[src/include/gat_cfg.svh]
// GAT layer configuration
`ifndef GAT_CFG_SVH
`define GAT_CFG_SVH

// ==================================================
// Graph and feature sizes
// ==================================================
`define GAT_DATA_W        8
`define GAT_FEAT_IN       16
`define GAT_FEAT_OUT      4
`define GAT_TOTAL_NODES   16
`define GAT_MAX_NODES     4

// Memory depths
`define GAT_NNZ_DEPTH     64
`define GAT_WGT_DEPTH     72

// Datapath widths
`define GAT_WH_W          20
`define GAT_COEF_W        24

// Negative scores are divided by 2**shift
`define GAT_LRELU_SHIFT   3

// ==================================================
// Derived widths
// ==================================================
`define GAT_NODE_AW       ($clog2(`GAT_TOTAL_NODES))
`define GAT_NNZ_AW        ($clog2(`GAT_NNZ_DEPTH))
`define GAT_WGT_AW        ($clog2(`GAT_WGT_DEPTH))
`define GAT_COL_W         ($clog2(`GAT_FEAT_IN))
`define GAT_ROW_LEN_W     ($clog2(`GAT_FEAT_IN) + 1)
`define GAT_SG_W          ($clog2(`GAT_MAX_NODES) + 1)

`endif

[src/verilog/gat_pkg.sv]
// GAT shared types
`default_nettype none

`include "gat_cfg.svh"

package gat_pkg;

  // Scalar types, signed so packed array elements stay signed
  typedef logic signed [`GAT_DATA_W-1:0] data_t;
  typedef logic signed [`GAT_WH_W-1:0]   wh_t;
  typedef logic signed [`GAT_COEF_W-1:0] coef_t;

  // W indexed [f][k], a holds left half then right half
  typedef data_t [`GAT_FEAT_OUT-1:0][`GAT_FEAT_IN-1:0] wgt_arr_t;
  typedef data_t [2*`GAT_FEAT_OUT-1:0]                 avec_arr_t;

  // One nonzero of a sparse feature row
  typedef struct packed {
    data_t                  val;
    logic [`GAT_COL_W-1:0]  col;
  } h_entry_t;

  typedef struct packed {
    logic [`GAT_ROW_LEN_W-1:0] row_len;
    logic [`GAT_SG_W-1:0]      sg_size;
    logic                      centre;
  } node_info_t;

  // ==================================================
  // Host write ports
  // ==================================================
  typedef struct packed {
    logic                   en;
    logic [`GAT_NNZ_AW-1:0] addr;
    h_entry_t               data;
  } h_wr_t;

  typedef struct packed {
    logic                    en;
    logic [`GAT_NODE_AW-1:0] addr;
    node_info_t              data;
  } info_wr_t;

  typedef struct packed {
    logic                   en;
    logic [`GAT_WGT_AW-1:0] addr;
    data_t                  data;
  } wgt_wr_t;

  // Stage payloads
  typedef struct packed {
    logic [`GAT_NODE_AW-1:0]    node;
    node_info_t                 info;
    wh_t [`GAT_FEAT_OUT-1:0]    wh;
  } wh_item_t;

  typedef struct packed {
    logic [`GAT_NODE_AW-1:0] node;
    coef_t                   coef;
  } coef_item_t;

endpackage

`default_nettype wire

[src/verilog/feature_bram.sv]
// Sparse feature and node info memories
`timescale 1ns/1ps
`default_nettype none

`include "gat_cfg.svh"

module feature_bram (
  input  wire logic                    clk,
  input  wire gat_pkg::h_wr_t          h_wr_i,
  input  wire gat_pkg::info_wr_t       info_wr_i,
  input  wire logic [`GAT_NNZ_AW-1:0]  h_addr_i,
  output gat_pkg::h_entry_t            h_data_o,
  input  wire logic [`GAT_NODE_AW-1:0] info_addr_i,
  output gat_pkg::node_info_t          info_data_o
);

  gat_pkg::h_entry_t   h_mem    [`GAT_NNZ_DEPTH];
  gat_pkg::node_info_t info_mem [`GAT_TOTAL_NODES];

  // Nonzeros of all rows, packed in node order
  always_ff @(posedge clk) begin
    if (h_wr_i.en) begin
      h_mem[h_wr_i.addr] <= h_wr_i.data;
    end
    h_data_o <= h_mem[h_addr_i];
  end

  // Row length, subgraph size and centre flag per node
  always_ff @(posedge clk) begin
    if (info_wr_i.en) begin
      info_mem[info_wr_i.addr] <= info_wr_i.data;
    end
    info_data_o <= info_mem[info_addr_i];
  end

endmodule

`default_nettype wire

[config.mk]
export PLATFORM = sky130hd
export DESIGN_NAME = feature_bram
export DESIGN_NICKNAME = d
export VERILOG_FILES = /design/src/verilog/gat_pkg.sv /design/src/verilog/feature_bram.sv
export VERILOG_INCLUDE_DIRS = /design/src /design/src/include
export SDC_FILE = /design/constraint.sdc
export NUM_CORES = 1
export LEC_CHECK = 0
export ABC_AREA = 1
export BUFFER_PORTS_ARGS = -buffer_cell sky130_fd_sc_hd__clkbuf_2
export CAP_MARGIN = 15
export CORE_AREA = 4 4 360 362
export DETAILED_ROUTE_END_ITERATION = 10
export DIE_AREA = 0 0 364 366
export PLACE_DENSITY_LB_ADDON = 0.3
export REMOVE_ABC_BUFFERS = 1
export SLEW_MARGIN = 10
export SYNTH_ARGS = -nofsm -noshare
export SYNTH_HDL_FRONTEND = slang
export SYNTH_SLANG_ARGS = --single-unit
[constraint.sdc]
create_clock -name clk -period 1.45 [get_ports clk]
set_input_delay 0.0725 -clock clk [delete_from_list [all_inputs] [get_ports clk]]
set_output_delay 0.0725 -clock clk [all_outputs]
set_load 0.01 [all_outputs]
Yosys cells after proc, flatten, opt, wreduce, memory -nomap -nowiden
Memories as Yosys holds them, arrays and structs flattened. A register that Yosys moved wholly into a read port is not among the register bits.
Cells that the tools add are included.
W data, S select, Z words.
{ "word_totals": {"register_bits": 0, "mem_bits_rw": 912, "input_bits": 44, "output_inout_bits": 21, "word_cells": 6, "n_memories": 2} }
{ "mem_list": {"columns": ["name", "depth", "word_bits", "rd", "rd_ports_with_merged_regs", "wr", "line", "source"], "rows": [
  ["h_mem", 64, 12, 1, 1, 1, "feature_bram.sv:17", "gat_pkg::h_entry_t h_mem [`GAT_NNZ_DEPTH];"],
  ["info_mem", 16, 9, 1, 1, 1, "feature_bram.sv:18", "gat_pkg::node_info_t info_mem [`GAT_TOTAL_NODES];"]
]} }
{ "classes": {"mux": 4} }
{ "ops": {"columns": ["operator", "count"], "rows": [
  ["$mux W1", 4]
]} }

Depth between registers and ports, before layout
{ "depth": {"depth_word": 2, "mapped_depth": 12, "ltp_nobuf": 9} }

Worst setup path after synthesis
OpenSTA, ideal clock, no wires.
{ "synth_path": {"kind": "input to register", "start": "input h_wr_i[18] in the netlist's numbering", "end": "memory h_mem[0][0] in the netlist's numbering, enable pin", "setup_time_ns": 0.380, "arrival_ns": 1.146, "t_required_ns": 1.070, "slack_ns": -0.077, "path_stages": 3, "path_buffers": 1, "path_cell_list": "clkbuf_1 -> nand4_1 -> nor2_1"} }
{ "synth_between": {"elab_chain_len": 2} }
{ "synth_rtl": {"columns": ["item", "line", "source"], "rows": [
  ["start: declaration", "feature_bram.sv:9", "input wire gat_pkg::h_wr_t h_wr_i,"],
  ["$mux W1", "feature_bram.sv:22", "if (h_wr_i.en) begin"],
  ["$mux W1 (not written as such)", "feature_bram.sv:23", "h_mem[h_wr_i.addr] <= h_wr_i.data;"],
  ["end: declaration", "feature_bram.sv:17", null]
]} }
Every way passes these cells.

==> metrics.csv <==
metric,value,unit
Worst Hold Class,input port to register,
hold depth,6,
vias in the first global route,24100,
Vert. Die Dim,366,um
first-pass GRT wire length,159000,um
FF-to-FF End,h_data_o[4]$_DFF_P_,
die width,364,um
Fin. Hold Viols,0,
RSZ-0062 raised after global routing,yes,
fin nets,3449,
Period minus WS final,1.44,ns
CP Launch Type,input port,
Required @ worst endpoint,2.09,ns
# H-tree levels,3,
critical path class,input port to register,
Syn Inst Count,3093,
GPL Wtd Cong,0.835,
register bit total from synthesis,933,
power per cell area,1300,mW/mm2
status,"complete, no violations",
P_int,0.0460,W
Final period util,99.4,%
r2r setup slk,0.009,ns
fillcell total,12300,
Non-Filler Instances,5147,
"most common cell after layout, fill and taps aside",nand2_1,
CTS max path bufs,3,
Reg power frac,50.2,%
initial DRC count,2118,
maximum capacitance violations,0,
Final Slew Violations,0,
Placeable Area,0.127,mm2
clock-pin slew of the registers on the worst-case setup and hold paths,0.06,ns
Inserted Clock Buffers,99,
sw power,0.0138,W
initial antenna violation count,3,
crit path capture,h_data_o[4]$_DFF_P_,
Rows,131,
Antenna Cells,0,
sequential share of the synthesized area,73.8,%
Worst Setup SP,h_addr_i[2],
Setup TNS Final,0,ns
count of final setup violators,0,
Worst Skew,0.0641,ns
CP max FO,14,
die area,0.133,mm2
TritonRoute pass-1 iters,5,
Fmax,694,MHz
mapped cell area,0.0377,mm2
share of cells above drive strength 1,15.3,%
Mean Syn Cell Area,12.2,um2
Hold Slack,0.0731,ns
Worst VDD drop,911,uV
Slew @ Worst Pin,0.496,ns
Worst R2R Start,h_mem[3][4]$_DFFE_PP_,
Unique masters post-synth,22,
worst-skew pair later-pin latency,0.71,ns
most frequent cells in the layout,"994 x nand2_1, 912 x edfxtp_1, 675 x nand3_1",
total gr overflow,0,
total number of vias,24500,
Root Buffer,clkbuf_16,
DR vias/cell,4.75,
post-route ant nets,0,
Starting Density,29.7,%
cells on worst reg2reg path,8,
HPWL after DPL,66000,um
Sw Share,23.0,%
TritonCTS Sinks,933,
Max-Slew Margin vs Limit,66.9,%
io pins,65,
crit end category,register,
synth warn,0,
Worst Path Arrival,2.08,ns
CTS tree,done,
pin count of the biggest net entering global routing,65,
combinational share of power,7.1,%
IO Port Bufs,64,
clock share of power,42.7,%
Cells after DPL,4932,
DRC viols,0,
Pleak,16.8,nW
drt wl/cell,20.6,um
Synth-to-Final Area Change,21.6,%
gr usage total,15.7,%
Detailed Route WL,106000,um
Finished Core Util,36.2,%
==> per-stage QoR <==
step           total power (W)  worst slack (ns)  instance area (um2)
6_report                0.0598           0.00939                45800
2_1_floorplan           0.0320             -2.09                36500
3_3_place_gp            0.0348            -0.354                42200
5_1_grt                 0.0619           -0.0415                45800
4_1_cts                 0.0604           0.00918                45800
3_5_place_dp            0.0348            -0.361                42200
==> sequential cells by signal (all words and copies together), names as in the netlist <==
name,flops
h_data_o,12
info_data_o,9
h_mem,768
info_mem,144
==> cell type report <==
cell class / instances / area [um2] / area share, %
Timing Repair Buffer: 404 / 3930 / 8.57
Clock inverter: 75 / 796 / 1.74
Multi-Input combinational cell: 1906 / 8450 / 18.4
Clock buffer: 106 / 2500 / 5.46
Inverter: 61 / 249 / 0.543
Sequential cell: 933 / 27800 / 60.7
Tap cell: 1662 / 2080 / 4.54
==> worst min path at each step <==
stage / start / end
after global placement: info_data_o[1]$_DFF_P_ / info_data_o[1]
after global routing: h_addr_i[3] / h_data_o[4]$_DFF_P_
after CTS: h_addr_i[3] / h_data_o[9]$_DFF_P_
after floorplan: h_wr_i[0] / h_mem[0][0]$_DFFE_PP_
final: h_addr_i[3] / h_data_o[9]$_DFF_P_
after detailed placement: info_data_o[6]$_DFF_P_ / info_data_o[6]
==> layer usage <==
metal | global-route usage [%] | up-vias | share of wire [%]
li1 | - | 11600 | -
met3 | 2.62 | 158 | 5.7
met5 | 0 | - | 0.0076
met4 | 5.24 | 2 | 3.1
met1 | 21.3 | 12000 | 44
met2 | 25.7 | 698 | 47
==> critical path, cell delays in order <==
cell	delay [ns]
dlygate4sd3_1	0.53
buf_4	0.19
inv_4	0.12
buf_12	0.15
buf_4	0.16
nand3_1	0.10
nand2_1	0.13
nand2_1	0.08
nand3_1	0.14
nand3_1	0.24
nand2_1	0.15
==> kinds of logic after synthesis <==
group | count (synthesis) | synth area share [%]
buf+inv | 254 | 3.80
compound gates | 115 | 1.77
mux | 29 | 0.770
flops | 933 | 73.8
simple gates | 1762 | 19.9
==> power groups by stage <==
| stage | sequential (W) | combinational, W | clock (W) |
|---|---|---|---|
| 3_5_place_dp | 0.0306 | 0.00418 | 0 |
| 4_1_cts | 0.0300 | 0.00426 | 0.0262 |
| 5_1_grt | 0.0300 | 0.00462 | 0.0273 |
| 3_3_place_gp | 0.0306 | 0.00417 | 0 |
| 2_1_floorplan | 0.0306 | 0.00147 | 0 |
| 6_report | 0.0300 | 0.00424 | 0.0255 |
==> cells in the mapped netlist <==
| library cell | instances | area share [%] |
|---|---|---|
| nand4_1 | 8 | 0.13 |
| o211ai_1 | 36 | 0.72 |
| clkbuf_1 | 33 | 0.33 |
| edfxtp_1 | 912 | 73 |
| buf_1 | 7 | 0.070 |
| mux2i_1 | 29 | 0.77 |
| clkinv_1 | 1 | 0.010 |
| inv_2 | 1 | 0.010 |
| nor2_1 | 80 | 0.80 |
| nand3_1 | 677 | 9.0 |
| nor3_1 | 2 | 0.027 |
| buf_12 | 1 | 0.053 |
| buf_6 | 34 | 1.0 |
| buf_8 | 1 | 0.040 |
| o21ai_0 | 43 | 0.57 |
| buf_4 | 18 | 0.36 |
| a21oi_1 | 36 | 0.48 |
| buf_2 | 99 | 1.3 |
| inv_1 | 58 | 0.58 |
| inv_6 | 1 | 0.023 |
| dfxtp_1 | 21 | 1.1 |
| nand2_1 | 995 | 9.9 |
==> repair_timing <==
item | CTS | global route
cloned | 0 | 0
pin swaps | 0 | 1
hold buffers | 33 | 0
setup endpoints to repair | 6 | 10
gates resized for setup | 6 | 8
buffers inserted | 0 | 1
endpoints found under the hold margin | 848 | 0
Note: power is estimated with default switching activity, not from simulation.
