**src/include/gat_cfg.svh**
```systemverilog
// GAT layer configuration
`ifndef GAT_CFG_SVH
`define GAT_CFG_SVH

// ==================================================
// Graph and feature sizes
// ==================================================
`define GAT_DATA_W        8
`define GAT_FEAT_IN       16
`define GAT_FEAT_OUT      4
`define GAT_TOTAL_NODES   16
`define GAT_MAX_NODES     4

// Memory depths
`define GAT_NNZ_DEPTH     64
`define GAT_WGT_DEPTH     72

// Datapath widths
`define GAT_WH_W          20
`define GAT_COEF_W        24

// Negative scores are divided by 2**shift
`define GAT_LRELU_SHIFT   3

// ==================================================
// Derived widths
// ==================================================
`define GAT_NODE_AW       ($clog2(`GAT_TOTAL_NODES))
`define GAT_NNZ_AW        ($clog2(`GAT_NNZ_DEPTH))
`define GAT_WGT_AW        ($clog2(`GAT_WGT_DEPTH))
`define GAT_COL_W         ($clog2(`GAT_FEAT_IN))
`define GAT_ROW_LEN_W     ($clog2(`GAT_FEAT_IN) + 1)
`define GAT_SG_W          ($clog2(`GAT_MAX_NODES) + 1)

`endif

```
**src/verilog/gat_pkg.sv**
```systemverilog
// GAT shared types
`default_nettype none

`include "gat_cfg.svh"

package gat_pkg;

  // Scalar types, signed so packed array elements stay signed
  typedef logic signed [`GAT_DATA_W-1:0] data_t;
  typedef logic signed [`GAT_WH_W-1:0]   wh_t;
  typedef logic signed [`GAT_COEF_W-1:0] coef_t;

  // W indexed [f][k], a holds left half then right half
  typedef data_t [`GAT_FEAT_OUT-1:0][`GAT_FEAT_IN-1:0] wgt_arr_t;
  typedef data_t [2*`GAT_FEAT_OUT-1:0]                 avec_arr_t;

  // One nonzero of a sparse feature row
  typedef struct packed {
    data_t                  val;
    logic [`GAT_COL_W-1:0]  col;
  } h_entry_t;

  typedef struct packed {
    logic [`GAT_ROW_LEN_W-1:0] row_len;
    logic [`GAT_SG_W-1:0]      sg_size;
    logic                      centre;
  } node_info_t;

  // ==================================================
  // Host write ports
  // ==================================================
  typedef struct packed {
    logic                   en;
    logic [`GAT_NNZ_AW-1:0] addr;
    h_entry_t               data;
  } h_wr_t;

  typedef struct packed {
    logic                    en;
    logic [`GAT_NODE_AW-1:0] addr;
    node_info_t              data;
  } info_wr_t;

  typedef struct packed {
    logic                   en;
    logic [`GAT_WGT_AW-1:0] addr;
    data_t                  data;
  } wgt_wr_t;

  // Stage payloads
  typedef struct packed {
    logic [`GAT_NODE_AW-1:0]    node;
    node_info_t                 info;
    wh_t [`GAT_FEAT_OUT-1:0]    wh;
  } wh_item_t;

  typedef struct packed {
    logic [`GAT_NODE_AW-1:0] node;
    coef_t                   coef;
  } coef_item_t;

endpackage

`default_nettype wire

```
**src/verilog/coef_bram.sv**
```systemverilog
// Coefficient memory and ready flag
`timescale 1ns/1ps
`default_nettype none

`include "gat_cfg.svh"

module coef_bram (
  input  wire logic                    clk,
  input  wire logic                    rst_n,
  input  wire logic                    coef_vld_i,
  input  wire gat_pkg::coef_item_t     coef_i,
  input  wire logic [`GAT_NODE_AW-1:0] coef_addr_i,
  output gat_pkg::coef_t               coef_data_o,
  output logic                         gat_ready_o
);

  localparam int LAST_NODE = `GAT_TOTAL_NODES - 1;

  gat_pkg::coef_t mem [`GAT_TOTAL_NODES];

  // Layer writes, host reads one cycle later
  always_ff @(posedge clk) begin
    if (coef_vld_i) begin
      mem[coef_i.node] <= coef_i.coef;
    end
    coef_data_o <= mem[coef_addr_i];
  end

  // Nodes arrive in order, so the last node closes the layer
  always_ff @(posedge clk or negedge rst_n) begin
    if (!rst_n) begin
      gat_ready_o <= 1'b0;
    end else if (coef_vld_i && (coef_i.node == LAST_NODE)) begin
      gat_ready_o <= 1'b1;
    end
  end

endmodule

`default_nettype wire

```
**config.mk**
```make
export PLATFORM = sky130hd
export DESIGN_NAME = coef_bram
export DESIGN_NICKNAME = d
export VERILOG_FILES = /design/src/verilog/gat_pkg.sv /design/src/verilog/coef_bram.sv
export VERILOG_INCLUDE_DIRS = /design/src /design/src/include
export SDC_FILE = /design/constraint.sdc
export NUM_CORES = 1
export LEC_CHECK = 0
export ABC_AREA = 1
export BUFFER_PORTS_ARGS = -buffer_cell sky130_fd_sc_hd__buf_2
export CORE_MARGIN = 2
export CORE_UTILIZATION = 50
export DETAILED_ROUTE_END_ITERATION = 12
export GPL_TIMING_DRIVEN = 0
export PLACE_DENSITY = 0.73
export SLEW_MARGIN = 5
export SYNTH_ARGS = -nofsm -noshare
export SYNTH_HDL_FRONTEND = slang
export SYNTH_SLANG_ARGS = --single-unit
```
**constraint.sdc**
```tcl
create_clock -name clk -period 2.7 [get_ports clk]
set_clock_uncertainty 0.1 [all_clocks]
set_input_delay 0.405 -clock clk [delete_from_list [all_inputs] [get_ports clk]]
set_output_delay 0.405 -clock clk [all_outputs]
set_load 0.02 [all_outputs]
```
; ---- Word-level counts from Yosys, hierarchy flattened
; Memory sizes are Yosys's and may differ from the RTL's. A register that Yosys moved wholly into a read port is not among the register bits.
; Cells that the tools add are included.
; Widths: inputs -> output; s select.
[word_totals]
register_bits = 1
ramBits = 384
in_bits = 35
out_inout_bits = 25
elab_cells = 6
memories = 1
[classes]
n_eq_ne = 1
mux = 2
reduce_logical = 1
[mem_list]
columns = name, words, width, rd, rd_ports_with_merged_regs, write_ports, line
row1 = mem, 16, 24, 1, 1, 1, coef_bram.sv:19  ; gat_pkg::coef_t mem [`GAT_TOTAL_NODES];
[ops]
columns = operator, count
row1 = $eq 4x4->1 const B, 1
row2 = $mux 1, 2
row3 = $logic_and 1x1->1, 1

; ---- Longest topological paths before layout
[depth]
ltp_word = 2
depth_mapped = 9
mapped_depth_nobuf = 7

; ---- Least setup slack after synthesis
; Ideal clock, no wire load.
[synth_timing]
kind = input to register
startpoint = input port coef_i[26] (netlist name)
endpoint = memory mem[10][0] (netlist name) (enable)
setup_time_ns = 0.405
t_arrival_ns = 1.646
path_slack_ns = 0.549
cell_stages = 2
cell_sequence = nand3b_1 nor2_1
[synth_rtl]
columns = element, line
row1 = from (decl), coef_bram.sv:11  ; input wire gat_pkg::coef_item_t coef_i,
row2 = to (decl), coef_bram.sv:19
; No word-level cell before the write port.

==> impl_summary.log <==
[metrics] run status: complete, no violations
[metrics] proportion of layout cells with a drive suffix above 1: 0.115
[metrics] adder and majority gate portion of the synthesized area: 0
[metrics] peak clock frequency supported by timing: 503 MHz
[metrics] post-CTS setup buffers: 0
[metrics] CTS clk-pin slew, worst paths: 60 ps
[metrics] main area contributors after synthesis: sky130_fd_sc_hd__edfxtp_1 (68%), sky130_fd_sc_hd__nand2_1 (11%), sky130_fd_sc_hd__nand3_1 (8.5%), sky130_fd_sc_hd__inv_1 (6.5%), sky130_fd_sc_hd__dfxtp_1 (2.8%)
[metrics] via density per instance: 5.41
[metrics] Leakage Power: 8.35 nW
[metrics] sort of element at the start of the critical path: primary input
[metrics] wire length of the first global-routing pass: 66,200 um
[metrics] number of CTS-inserted buffers: 41
[metrics] Die Outline Area: 35,500 sq um
[metrics] aggregate global-route resource usage: 0.254
[metrics] number of enable-type register cells in the synthesized netlist: 384
[metrics] Syn Inst Count: 1,599
[metrics] overall routed net length: 45,200 um
[metrics] routability-driven placement congestion ratio: 0.836
[metrics] TritonCTS clock tree: built
[metrics] shortest period the worst path allows: 1990 ps
[metrics] global routing usage on met2: 0.404
[metrics] Top FF cell, synth: sky130_fd_sc_hd__edfxtp_1
[metrics] arrival time of the worst setup path: 2320 ps
[metrics] Core Area: 33,400 sq um
[metrics] number of buffers inserted for hold repair after clock tree synthesis: 1
[metrics] total clock sinks: 409
[metrics] CTS Buffer Depth: 3
[metrics] largest family of logic cells by synthesized area: simple AND/OR/NAND/NOR gates
[metrics] cell accounting for the most synthesized area: sky130_fd_sc_hd__edfxtp_1
[metrics] library cells used by synthesis: 14
[metrics] met3 Track Usage GR: 0.0559
[metrics] x dimension of the die: 188 um
[metrics] Post-Route Utilization: 0.583
[metrics] post-route cell area: 19,500 sq um
[metrics] power density normalized to cell area: 688 nW/um^2
[metrics] number of antenna violations at the first check in global routing: 0
[metrics] total nets after synthesis: 1,634
[metrics] cell types with the highest counts after synthesis: sky130_fd_sc_hd__nand2_1 (509), sky130_fd_sc_hd__edfxtp_1 (384), sky130_fd_sc_hd__inv_1 (292)
[metrics] H-tree depth: 2
[metrics] RSZ-0062 raised after global routing: false
[metrics] share of the synthesized area in the top cell type: 0.679
[metrics] row count: 67
[metrics] fraction of registers with async set/reset: 0.00244
[metrics] Yosys reg bits: 409
[metrics] fin crit share: 0.736
[metrics] met1 usage in global routing: 0.335
[metrics] largest net degree at the start of global routing: 25
[metrics] category of the worst setup path capture point: register
[metrics] io pins: 60
[metrics] standard cell area after detailed placement: 18,300 sq um
[metrics] maximum fanout along the worst path: 10
[metrics] routed wirelength normalized by instance count: 20.7 um
[metrics] type of the setup path with the least slack: in2reg
[metrics] Synth Cell Area: 17,000 sq um
[metrics] initial cell density of the core: 0.508
[metrics] number of diodes added for antenna fixing: 0
[metrics] highest-utilization routing layer at the global route stage: met2
[metrics] residual DRC count: 0
[metrics] most instantiated library cell after synthesis: sky130_fd_sc_hd__nand2_1
[metrics] worst setup path startpoint: coef_addr_i[2]
[metrics] number of hold violations in the final report: 0
[metrics] Min-Delay Path Class: in2async
[metrics] total overflow reported by the global router: 0
[metrics] mux cell area share after synthesis: 0
[metrics] actual slew at the worst max-slew pin: 1210 ps
[metrics] Final ANT Viol Nets: 0
[metrics] die outline height: 188 um
[metrics] via count of the first global-routing pass: 11,300
[metrics] number of search-and-repair iterations in the first detailed-routing pass: 5
[metrics] total vias in the final route: 11,800
[metrics] Root Driver: sky130_fd_sc_hd__clkbuf_16
[metrics] Peak VDD IR: 549 uV
[metrics] area growth from synthesis to layout: 14.8%
[metrics] Synth warnings: 0
[metrics] number of input and output port buffers inserted: 57
[metrics] Rel. slew slack: 0.191
[metrics] cells resized by post-CTS repair: 0
[metrics] number of DRC markers after the initial detailed-route iteration: 1,677
[metrics] max capacitance violation total: 0
[metrics] basic-gate share of the synthesized area counting and, or, nand and nor cells: 0.203
[metrics] final setup fails: 0
[metrics] Post-Synthesis Mean Instance Area: 10.6 sq um
[metrics] fraction of synthesized cell area in xor and xnor cells: 0
[metrics] portion of the post-synthesis area used by sequential elements: 0.709
[metrics] Final Net Count: 1,747
[metrics] worst-skew pair later-pin latency: 530 ps
[metrics] compound-gate portion of the synthesized area: 0
[metrics] required time of the critical path: 3030 ps
[metrics] post-detailed-placement half-perimeter wirelength: 28,400 um
[metrics] launch point of the worst reg-to-reg path: mem[12][20]
[metrics] number of pins with negative max-slew slack in the final report: 0
-- metrics by stage --
stage | worst slack (ps) | TNS (ps) | hold WS (ps) | power, mW | instances
2_1_floorplan | 549 | 0 | 9.41 | 7.79 | 1599
3_3_place_gp | -775 | -239640 | 79.5 | 8.17 | 2104
3_5_place_dp | 256 | 0 | 81.7 | 8.23 | 2116
4_1_cts | 792 | 0 | 70.9 | 13.4 | 2190
5_1_grt | 657 | 0 | 73.4 | 13.8 | 2190
6_report | 713 | 0 | 75.8 | 13.4 | 2190
-- metal layers --
layer | part of all wire | up-vias | routed length, um
li1 | - | 5379 | -
met1 | 0.38 | 5549 | 17000
met2 | 0.46 | 761 | 20900
met3 | 0.11 | 152 | 5130
met4 | 0.048 | 0 | 2170
met5 | 0 | - | 0
-- flip-flops by register name (all words and copies together), names as in the netlist --
signal / flops
coef_data_o: 24
gat_ready_o: 1
mem: 384
-- cell usage in the layout (no fill, tap or decap), types with 3 or more instances in the layout --
| cell type | instances |
|---|---|
| sky130_fd_sc_hd__nand2_1 | 509 |
| sky130_fd_sc_hd__clkinv_2 | 5 |
| sky130_fd_sc_hd__buf_1 | 8 |
| sky130_fd_sc_hd__buf_16 | 10 |
| sky130_fd_sc_hd__clkbuf_8 | 3 |
| sky130_fd_sc_hd__dfxtp_1 | 24 |
| sky130_fd_sc_hd__nand3_1 | 289 |
| sky130_fd_sc_hd__nor2_4 | 16 |
| sky130_fd_sc_hd__buf_2 | 101 |
| sky130_fd_sc_hd__buf_4 | 14 |
| sky130_fd_sc_hd__edfxtp_1 | 384 |
| sky130_fd_sc_hd__clkbuf_16 | 41 |
| sky130_fd_sc_hd__inv_1 | 292 |
| sky130_fd_sc_hd__clkinv_1 | 7 |
| sky130_fd_sc_hd__clkbuf_1 | 24 |
-- critical path, stage by stage --
cell	delay, ps
sky130_fd_sc_hd__buf_2	140
sky130_fd_sc_hd__inv_1	80
sky130_fd_sc_hd__buf_2	410
sky130_fd_sc_hd__buf_1	830
sky130_fd_sc_hd__nand3_1	220
sky130_fd_sc_hd__nand3_1	150
sky130_fd_sc_hd__nand2_1	70
-- final timing paths --
check,to,slack [ps],depth (start not counted)
worst min register to register,gat_ready_o,370,1
max in group asynchronous,gat_ready_o,2340,2
min in group clk,mem[14][3],150,1
worst min-delay path,gat_ready_o,80,2
worst max-delay path,coef_data_o[17],710,7
worst max register to register,coef_data_o[20],1510,6
-- power breakdown --
group	switching (mW)	internal, mW
registers	0.0369	7.10
logic	0.721	0.263
clock network	2.32	2.98
-- cells by family after synthesis --
family                 Yosys count
and+or+nand+nor                818
buffers and inverters          372
DFF                            409
-- cell type report --
cell class | count | area, sq um
repair buffers | 70 | 611
flip-flops and latches | 409 | 12000
clock buffers | 56 | 1110
well taps | 448 | 561
clock inverters | 17 | 115
fillers | 2668 | 13900
multi-input cells | 818 | 3560
plain buffers | 78 | 400
inverters | 294 | 1100
Power figures use the tool's default switching activity.
