File: config.mk
export PLATFORM = sky130hd
export DESIGN_NAME = dmvm_stage
export DESIGN_NICKNAME = d
export VERILOG_FILES = /design/src/verilog/gat_pkg.sv /design/src/verilog/dmvm_stage.sv
export VERILOG_INCLUDE_DIRS = /design/src /design/src/include
export SDC_FILE = /design/constraint.sdc
export NUM_CORES = 2
export LEC_CHECK = 0
export ABC_AREA = 1
export BUFFER_PORTS_ARGS = -buffer_cell sky130_fd_sc_hd__buf_4
export CAP_MARGIN = 15
export CORE_MARGIN = 2
export CORE_UTILIZATION = 40
export CTS_BUF_LIST = sky130_fd_sc_hd__clkbuf_16
export DETAILED_ROUTE_END_ITERATION = 10
export PLACE_DENSITY_LB_ADDON = 0.12
export SYNTH_ARGS = -nofsm -noshare
export SYNTH_HDL_FRONTEND = slang
export SYNTH_SLANG_ARGS = --single-unit
File: constraint.sdc
create_clock -name clk -period 3.73 [get_ports clk]
set_clock_uncertainty 0.1 [all_clocks]
set_input_delay 0.5595 -clock clk [delete_from_list [all_inputs] [get_ports clk]]
set_output_delay 0.5595 -clock clk [all_outputs]
set_load 0.03 [all_outputs]
File: src/include/gat_cfg.svh
// GAT layer configuration
`ifndef GAT_CFG_SVH
`define GAT_CFG_SVH

// ==================================================
// Graph and feature sizes
// ==================================================
`define GAT_DATA_W        8
`define GAT_FEAT_IN       16
`define GAT_FEAT_OUT      4
`define GAT_TOTAL_NODES   16
`define GAT_MAX_NODES     4

// Memory depths
`define GAT_NNZ_DEPTH     64
`define GAT_WGT_DEPTH     72

// Datapath widths
`define GAT_WH_W          20
`define GAT_COEF_W        24

// Negative scores are divided by 2**shift
`define GAT_LRELU_SHIFT   3

// ==================================================
// Derived widths
// ==================================================
`define GAT_NODE_AW       ($clog2(`GAT_TOTAL_NODES))
`define GAT_NNZ_AW        ($clog2(`GAT_NNZ_DEPTH))
`define GAT_WGT_AW        ($clog2(`GAT_WGT_DEPTH))
`define GAT_COL_W         ($clog2(`GAT_FEAT_IN))
`define GAT_ROW_LEN_W     ($clog2(`GAT_FEAT_IN) + 1)
`define GAT_SG_W          ($clog2(`GAT_MAX_NODES) + 1)

`endif

File: src/verilog/gat_pkg.sv
// GAT shared types
`default_nettype none

`include "gat_cfg.svh"

package gat_pkg;

  // Scalar types, signed so packed array elements stay signed
  typedef logic signed [`GAT_DATA_W-1:0] data_t;
  typedef logic signed [`GAT_WH_W-1:0]   wh_t;
  typedef logic signed [`GAT_COEF_W-1:0] coef_t;

  // W indexed [f][k], a holds left half then right half
  typedef data_t [`GAT_FEAT_OUT-1:0][`GAT_FEAT_IN-1:0] wgt_arr_t;
  typedef data_t [2*`GAT_FEAT_OUT-1:0]                 avec_arr_t;

  // One nonzero of a sparse feature row
  typedef struct packed {
    data_t                  val;
    logic [`GAT_COL_W-1:0]  col;
  } h_entry_t;

  typedef struct packed {
    logic [`GAT_ROW_LEN_W-1:0] row_len;
    logic [`GAT_SG_W-1:0]      sg_size;
    logic                      centre;
  } node_info_t;

  // ==================================================
  // Host write ports
  // ==================================================
  typedef struct packed {
    logic                   en;
    logic [`GAT_NNZ_AW-1:0] addr;
    h_entry_t               data;
  } h_wr_t;

  typedef struct packed {
    logic                    en;
    logic [`GAT_NODE_AW-1:0] addr;
    node_info_t              data;
  } info_wr_t;

  typedef struct packed {
    logic                   en;
    logic [`GAT_WGT_AW-1:0] addr;
    data_t                  data;
  } wgt_wr_t;

  // Stage payloads
  typedef struct packed {
    logic [`GAT_NODE_AW-1:0]    node;
    node_info_t                 info;
    wh_t [`GAT_FEAT_OUT-1:0]    wh;
  } wh_item_t;

  typedef struct packed {
    logic [`GAT_NODE_AW-1:0] node;
    coef_t                   coef;
  } coef_item_t;

endpackage

`default_nettype wire

File: src/verilog/dmvm_stage.sv
// Attention score and leaky ReLU
`timescale 1ns/1ps
`default_nettype none

`include "gat_cfg.svh"

module dmvm_stage (
  input  wire logic           clk,
  input  wire logic           rst_n,
  input  wire gat_pkg::avec_arr_t avec_i,
  input  wire logic           wh_vld_i,
  input  wire gat_pkg::wh_item_t  wh_i,
  output logic                coef_vld_o,
  output gat_pkg::coef_item_t coef_o
);

  localparam int FO = `GAT_FEAT_OUT;

  gat_pkg::coef_t          left_d;
  gat_pkg::coef_t          right_d;

  gat_pkg::coef_t          left_q;
  gat_pkg::coef_t          right_q;
  logic [`GAT_NODE_AW-1:0] node_q;
  logic                    centre_q;
  logic                    vld_q;

  gat_pkg::coef_t          centre_score;
  gat_pkg::coef_t          score_sum;

  // Dot products wrap at coefficient width
  always_comb begin
    left_d  = '0;
    right_d = '0;
    for (int f = 0; f < FO; f++) begin
      left_d  = left_d + avec_i[f] * wh_i.wh[f];
      right_d = right_d + avec_i[FO + f] * wh_i.wh[f];
    end
  end

  // ==================================================
  // Stage 1
  // ==================================================
  always_ff @(posedge clk) begin
    if (wh_vld_i) begin
      left_q   <= left_d;
      right_q  <= right_d;
      node_q   <= wh_i.node;
      centre_q <= wh_i.info.centre;
    end
    // Latest flagged node is the centre of the running subgraph
    if (vld_q && centre_q) begin
      centre_score <= left_q;
    end
  end

  // A centre node pairs with its own left score
  assign score_sum = (centre_q ? left_q : centre_score) + right_q;

  // ==================================================
  // Stage 2
  // ==================================================
  always_ff @(posedge clk) begin
    if (vld_q) begin
      coef_o.node <= node_q;
      if (score_sum < 0) begin
        coef_o.coef <= score_sum >>> `GAT_LRELU_SHIFT;
      end else begin
        coef_o.coef <= score_sum;
      end
    end
  end

  always_ff @(posedge clk or negedge rst_n) begin
    if (!rst_n) begin
      vld_q      <= 1'b0;
      coef_vld_o <= 1'b0;
    end else begin
      vld_q      <= wh_vld_i;
      coef_vld_o <= vld_q;
    end
  end

endmodule

`default_nettype wire

### Yosys cells after proc, flatten, opt, wreduce, memory -nomap -nowiden

Index checks and enable logic that the tools add are counted.

* muxes and demuxes: 2
* multipliers: 8
* order comparisons: 1
* $add $sub $neg: 7
* reductions and logical operators: 1

Operators with widths (number)
* 8-bit by 20-bit multiplier with 24-bit output: 8
* 24-bit adder: 7
* 24-bit by 1-bit less-than comparator with 1-bit output (second input constant): 1
* 24-bit two-way mux: 1
* 23-bit two-way mux: 1
* 1-bit logical AND: 1

* flip-flop bits (word level): 107
* input bits: 160

### Depth between registers and ports, before layout

* depth after elaboration: 4
* mapped depth: 32

### Least setup slack after synthesis

No wires, ideal clock.

* path type: input-to-reg
* from: in avec_i[60] (netlist name)
* to: reg right_q[20] (data pin)
* data arrival time: 6659 ps
* slack: -3288 ps
* required time: 3371 ps
* stages: 26
* setup time: 259 ps
* cell sequence: clkbuf_1 -> buf_1 -> nand2_1 -> fa_1 -> inv_1 -> fa_1 -> inv_1 -> fa_1 -> inv_1 -> fa_1 -> inv_1 -> fa_1 -> fa_1 -> fa_1 -> inv_1 -> fa_1 -> ha_1 -> a21oi_1 -> nand2_1 -> a21oi_2 -> inv_1 -> a21oi_2 -> o21ai_1 -> nand3_1 -> nand2_1 -> xor2_1

* word-level cells in the longest chain between the ends: 2

RTL lines
* start: declaration: RTL line dmvm_stage.sv:10 `input wire gat_pkg::avec_arr_t avec_i,`
* 8-bit by 20-bit multiplier with 24-bit output: RTL line dmvm_stage.sv:37 `right_d = right_d + avec_i[FO + f] * wh_i.wh[f];`
* 24-bit adder: RTL line dmvm_stage.sv:37
* named net right_d[20]: RTL line dmvm_stage.sv:20 `gat_pkg::coef_t right_d;`
* end signal: assignment: RTL line dmvm_stage.sv:47 `right_q <= right_d;`
* end: declaration: RTL line dmvm_stage.sv:23 `gat_pkg::coef_t right_q;`

The timed path passes the listed nets, and every way through them passes these cells.
A chain may end at the register's enable or synchronous reset.

### Final worst setup path

* from: in avec_i[57] (netlist name)
* to: reg right_q[20] (data pin)

The elaborated chain is that of the path after synthesis.

==> results.sh <==
export IMPL_post_place_cells=7584
export IMPL_run_status="finished with violations"
export IMPL_synthTopCellsByArea="fa_1 (49%), inv_1 (16%), nand2_1 (12%), ha_1 (7.2%), edfxtp_1 (6.9%)"
export IMPL_critPathRequiredTime_ps=3750
export IMPL_layout_nets=7697
export IMPL_ys_seq_area_share_pct=7.05
export IMPL_gp_congestion=0.912
export IMPL_port_buffers=180
export IMPL_tns_ps=-107760
export IMPL_worst_path_most_repeated_cell="fa_1"
export IMPL_fillCellCount=11000
export IMPL_clock_path_buffers=2
export IMPL_die_x_um=341
export IMPL_max_freq_ghz=0.150
export IMPL_min_period_ps=6660
export IMPL_cp_max_fo=6
export IMPL_pin_count=189
export IMPL_viasPerCell=4.56
export IMPL_drive_gt1_share_pct=21.1
export IMPL_hold_viol=0
export IMPL_drc=0
export IMPL_violations="setup timing"
export IMPL_grt_pass1_vias=37000
export IMPL_cp_end_kind="flop"
export IMPL_clkSinkCount=107
export IMPL_die_area_mm2=0.116
export IMPL_num_vias=35000
export IMPL_synth_area_mm2=0.0454
export IMPL_fin_ws_ps=-2930
export IMPL_worst_setup_path_type="in2reg"
export IMPL_setup_violations=43
export IMPL_postRouteAntennaNets=0
export IMPL_ys_warn_count=0
export IMPL_detail_route_wl_per_cell_um=18.7
export IMPL_yosys_area_top_type="fa_1"
export IMPL_start_util_pct=40.3
export IMPL_async_flop_share_pct=1.87
export IMPL_cp_buffers_inverters=10
export IMPL_r2r_setup_slack_ps=310
export IMPL_synth_commonest_cells="inv_1 (1,904), nand2_1 (1,513), fa_1 (1,107)"
export IMPL_drt_wl_total_um=143000
export IMPL_dp_worst_setup_slack_ps=-3880
export IMPL_core_area_mm2=0.113
export IMPL_timing_final_crit_share_pct=179
export IMPL_fin_cells=7676
export IMPL_critPathLaunchType="input pin"
export IMPL_path_delay_family="adder cells"
export IMPL_cts_tree="built"
export IMPL_ys_flop_type="edfxtp_1"
export IMPL_synth_edff_count=105
export IMPL_syn2layout_area_growth_pct=24.4
export IMPL_worst_pin_slew_ps=1040
export IMPL_crit_arrival_ps=6680
export IMPL_syn_nets=7129
export IMPL_cts_root_buf="clkbuf_16"
export IMPL_crit_slowest_cell="fa_2"
export IMPL_synthDistinctLibCells=53
export IMPL_rows=123
export IMPL_slew_headroom_pct=30.8
export IMPL_slew_violations=0
export IMPL_yosys_area_top_type_share_pct=48.8
export IMPL_netlist_instances=5599
export IMPL_hp_class="in2reg"
export IMPL_die_h_um=341
export IMPL_syn_area_per_cell_um2=8.12
export IMPL_grt_first_pass_wirelength_um=221000
export IMPL_clock_latency_ps=370
export IMPL_cap_violations=0
export IMPL_antenna_found_initial=4
export IMPL_cts_buffers=9
export IMPL_clk_pin_slew_ps=80
export IMPL_rsz0062_at_grt="yes"
export IMPL_cpPeakStageDelay_ps=560
export IMPL_grt_start_max_net_pins=55
export IMPL_grt_remaining_overflow=0
export IMPL_synth_seq_cells=107
export IMPL_grt_usage_pct=25.2
export IMPL_synth_most_common_cell="inv_1"
export IMPL_dp_hpwl_um=127000
export IMPL_drt_pass1_iter_count=5
export IMPL_htreeDepth=3
export IMPL_drt_iter0_drc=2055
-- flip-flops by register name, indices dropped and copies added (netlist names) --
name / count
right_q: 24
node_q: 4
centre_q: 1
coef_o: 28
vld_q: 1
centre_score: 24
left_q: 24
coef_vld_o: 1
-- per-stage QoR --
| step | util (%) | instance area (um2) | hold WS [ps] |
|---|---|---|---|
| after global routing | 50.2 | 56500 | 243 |
| after floorplan | - | 47200 | 164 |
| after detailed placement | 46.9 | 52800 | 245 |
| final | 50.2 | 56500 | 265 |
| after global placement | 46.9 | 52800 | 243 |
| after CTS | 49.2 | 55400 | 245 |
-- layer usage --
metal / vias to the layer above / track usage, % / part of all wire, %
met2: 780 / 44.7 / 51
li1: 16500 / - / -
met4: 0 / 6.12 / 2.9
met3: 124 / 0.908 / 3.9
met5: - / 0 / 0
met1: 17600 / 34.1 / 42
-- cell families (layout without fill, tap and decap cells) --
kind of cell,after synthesis,after routing,share of synthesized area [%]
AO/OA/AOI/OAI,130,130,1.74
XOR/XNOR,94,94,1.83
adder cells (fa/ha/maj),1370,1370,56.0
buffers and inverters,2139,2712,17.9
flip-flops,107,107,7.05
multiplexers,23,23,0.578
other,0,4,0
AND/OR/NAND/NOR,1736,1736,14.9
-- path summary, 6_finish.rpt --
kind | start | end | depth (start not counted)
max in group asynchronous | rst_n | coef_vld_o | 2
min | wh_i[80] | centre_q | 1
max reg2reg | centre_q | coef_o[18] | 15
max | avec_i[57] | right_q[20] | 28
min reg2reg | node_q[1] | coef_o[25] | 0
min in group asynchronous | rst_n | vld_q | 2
-- layout by cell type, fill, tap and decap left out, types with 6 or more instances in the layout --
master     instances
xnor2_1           26
nand2_2           58
nor2_4             7
a21oi_1           30
nand2_4           33
buf_6            146
ha_4              56
edfxtp_1         105
o21ai_0           16
o21ai_2            7
nand3_1           75
o21ai_1           11
mux2_2            22
xor2_2             7
nand4_1           10
a21oi_4           15
fa_2              85
nor2_2            11
a21o_1             9
buf_12            63
nor2_1            68
a21oi_2           13
clkbuf_16         15
inv_4              7
inv_1           1791
nand3b_1           7
buf_4            528
o21ai_4            8
or2_2             12
xor2_4             6
fa_1            1022
inv_2            112
buf_8             36
nand2_1         1429
ha_1             205
xor2_1            46
-- cell type report --
type	count	area (um2)	area share, %
clock buffer	9	225	0.398
sequential	107	3200	5.67
multi-input combinational	3353	36300	64.1
tap	1500	1880	3.32
antenna	4	10.0	0.0177
timing repair buffer	784	7680	13.6
inverter	1912	7200	12.7
clock inverter	7	66.3	0.117
-- timing repair --
item	CTS	global route
hold buffers	1	0
cloned	1	6
pin swaps	228	184
resized for setup	475	252
buffers inserted	60	31
endpoints found under the hold margin	2	0
endpoints found under the setup margin	44	44
Power is not shown: default switching activity piles up to over one toggle a cycle in this logic, so the estimate is an artifact.
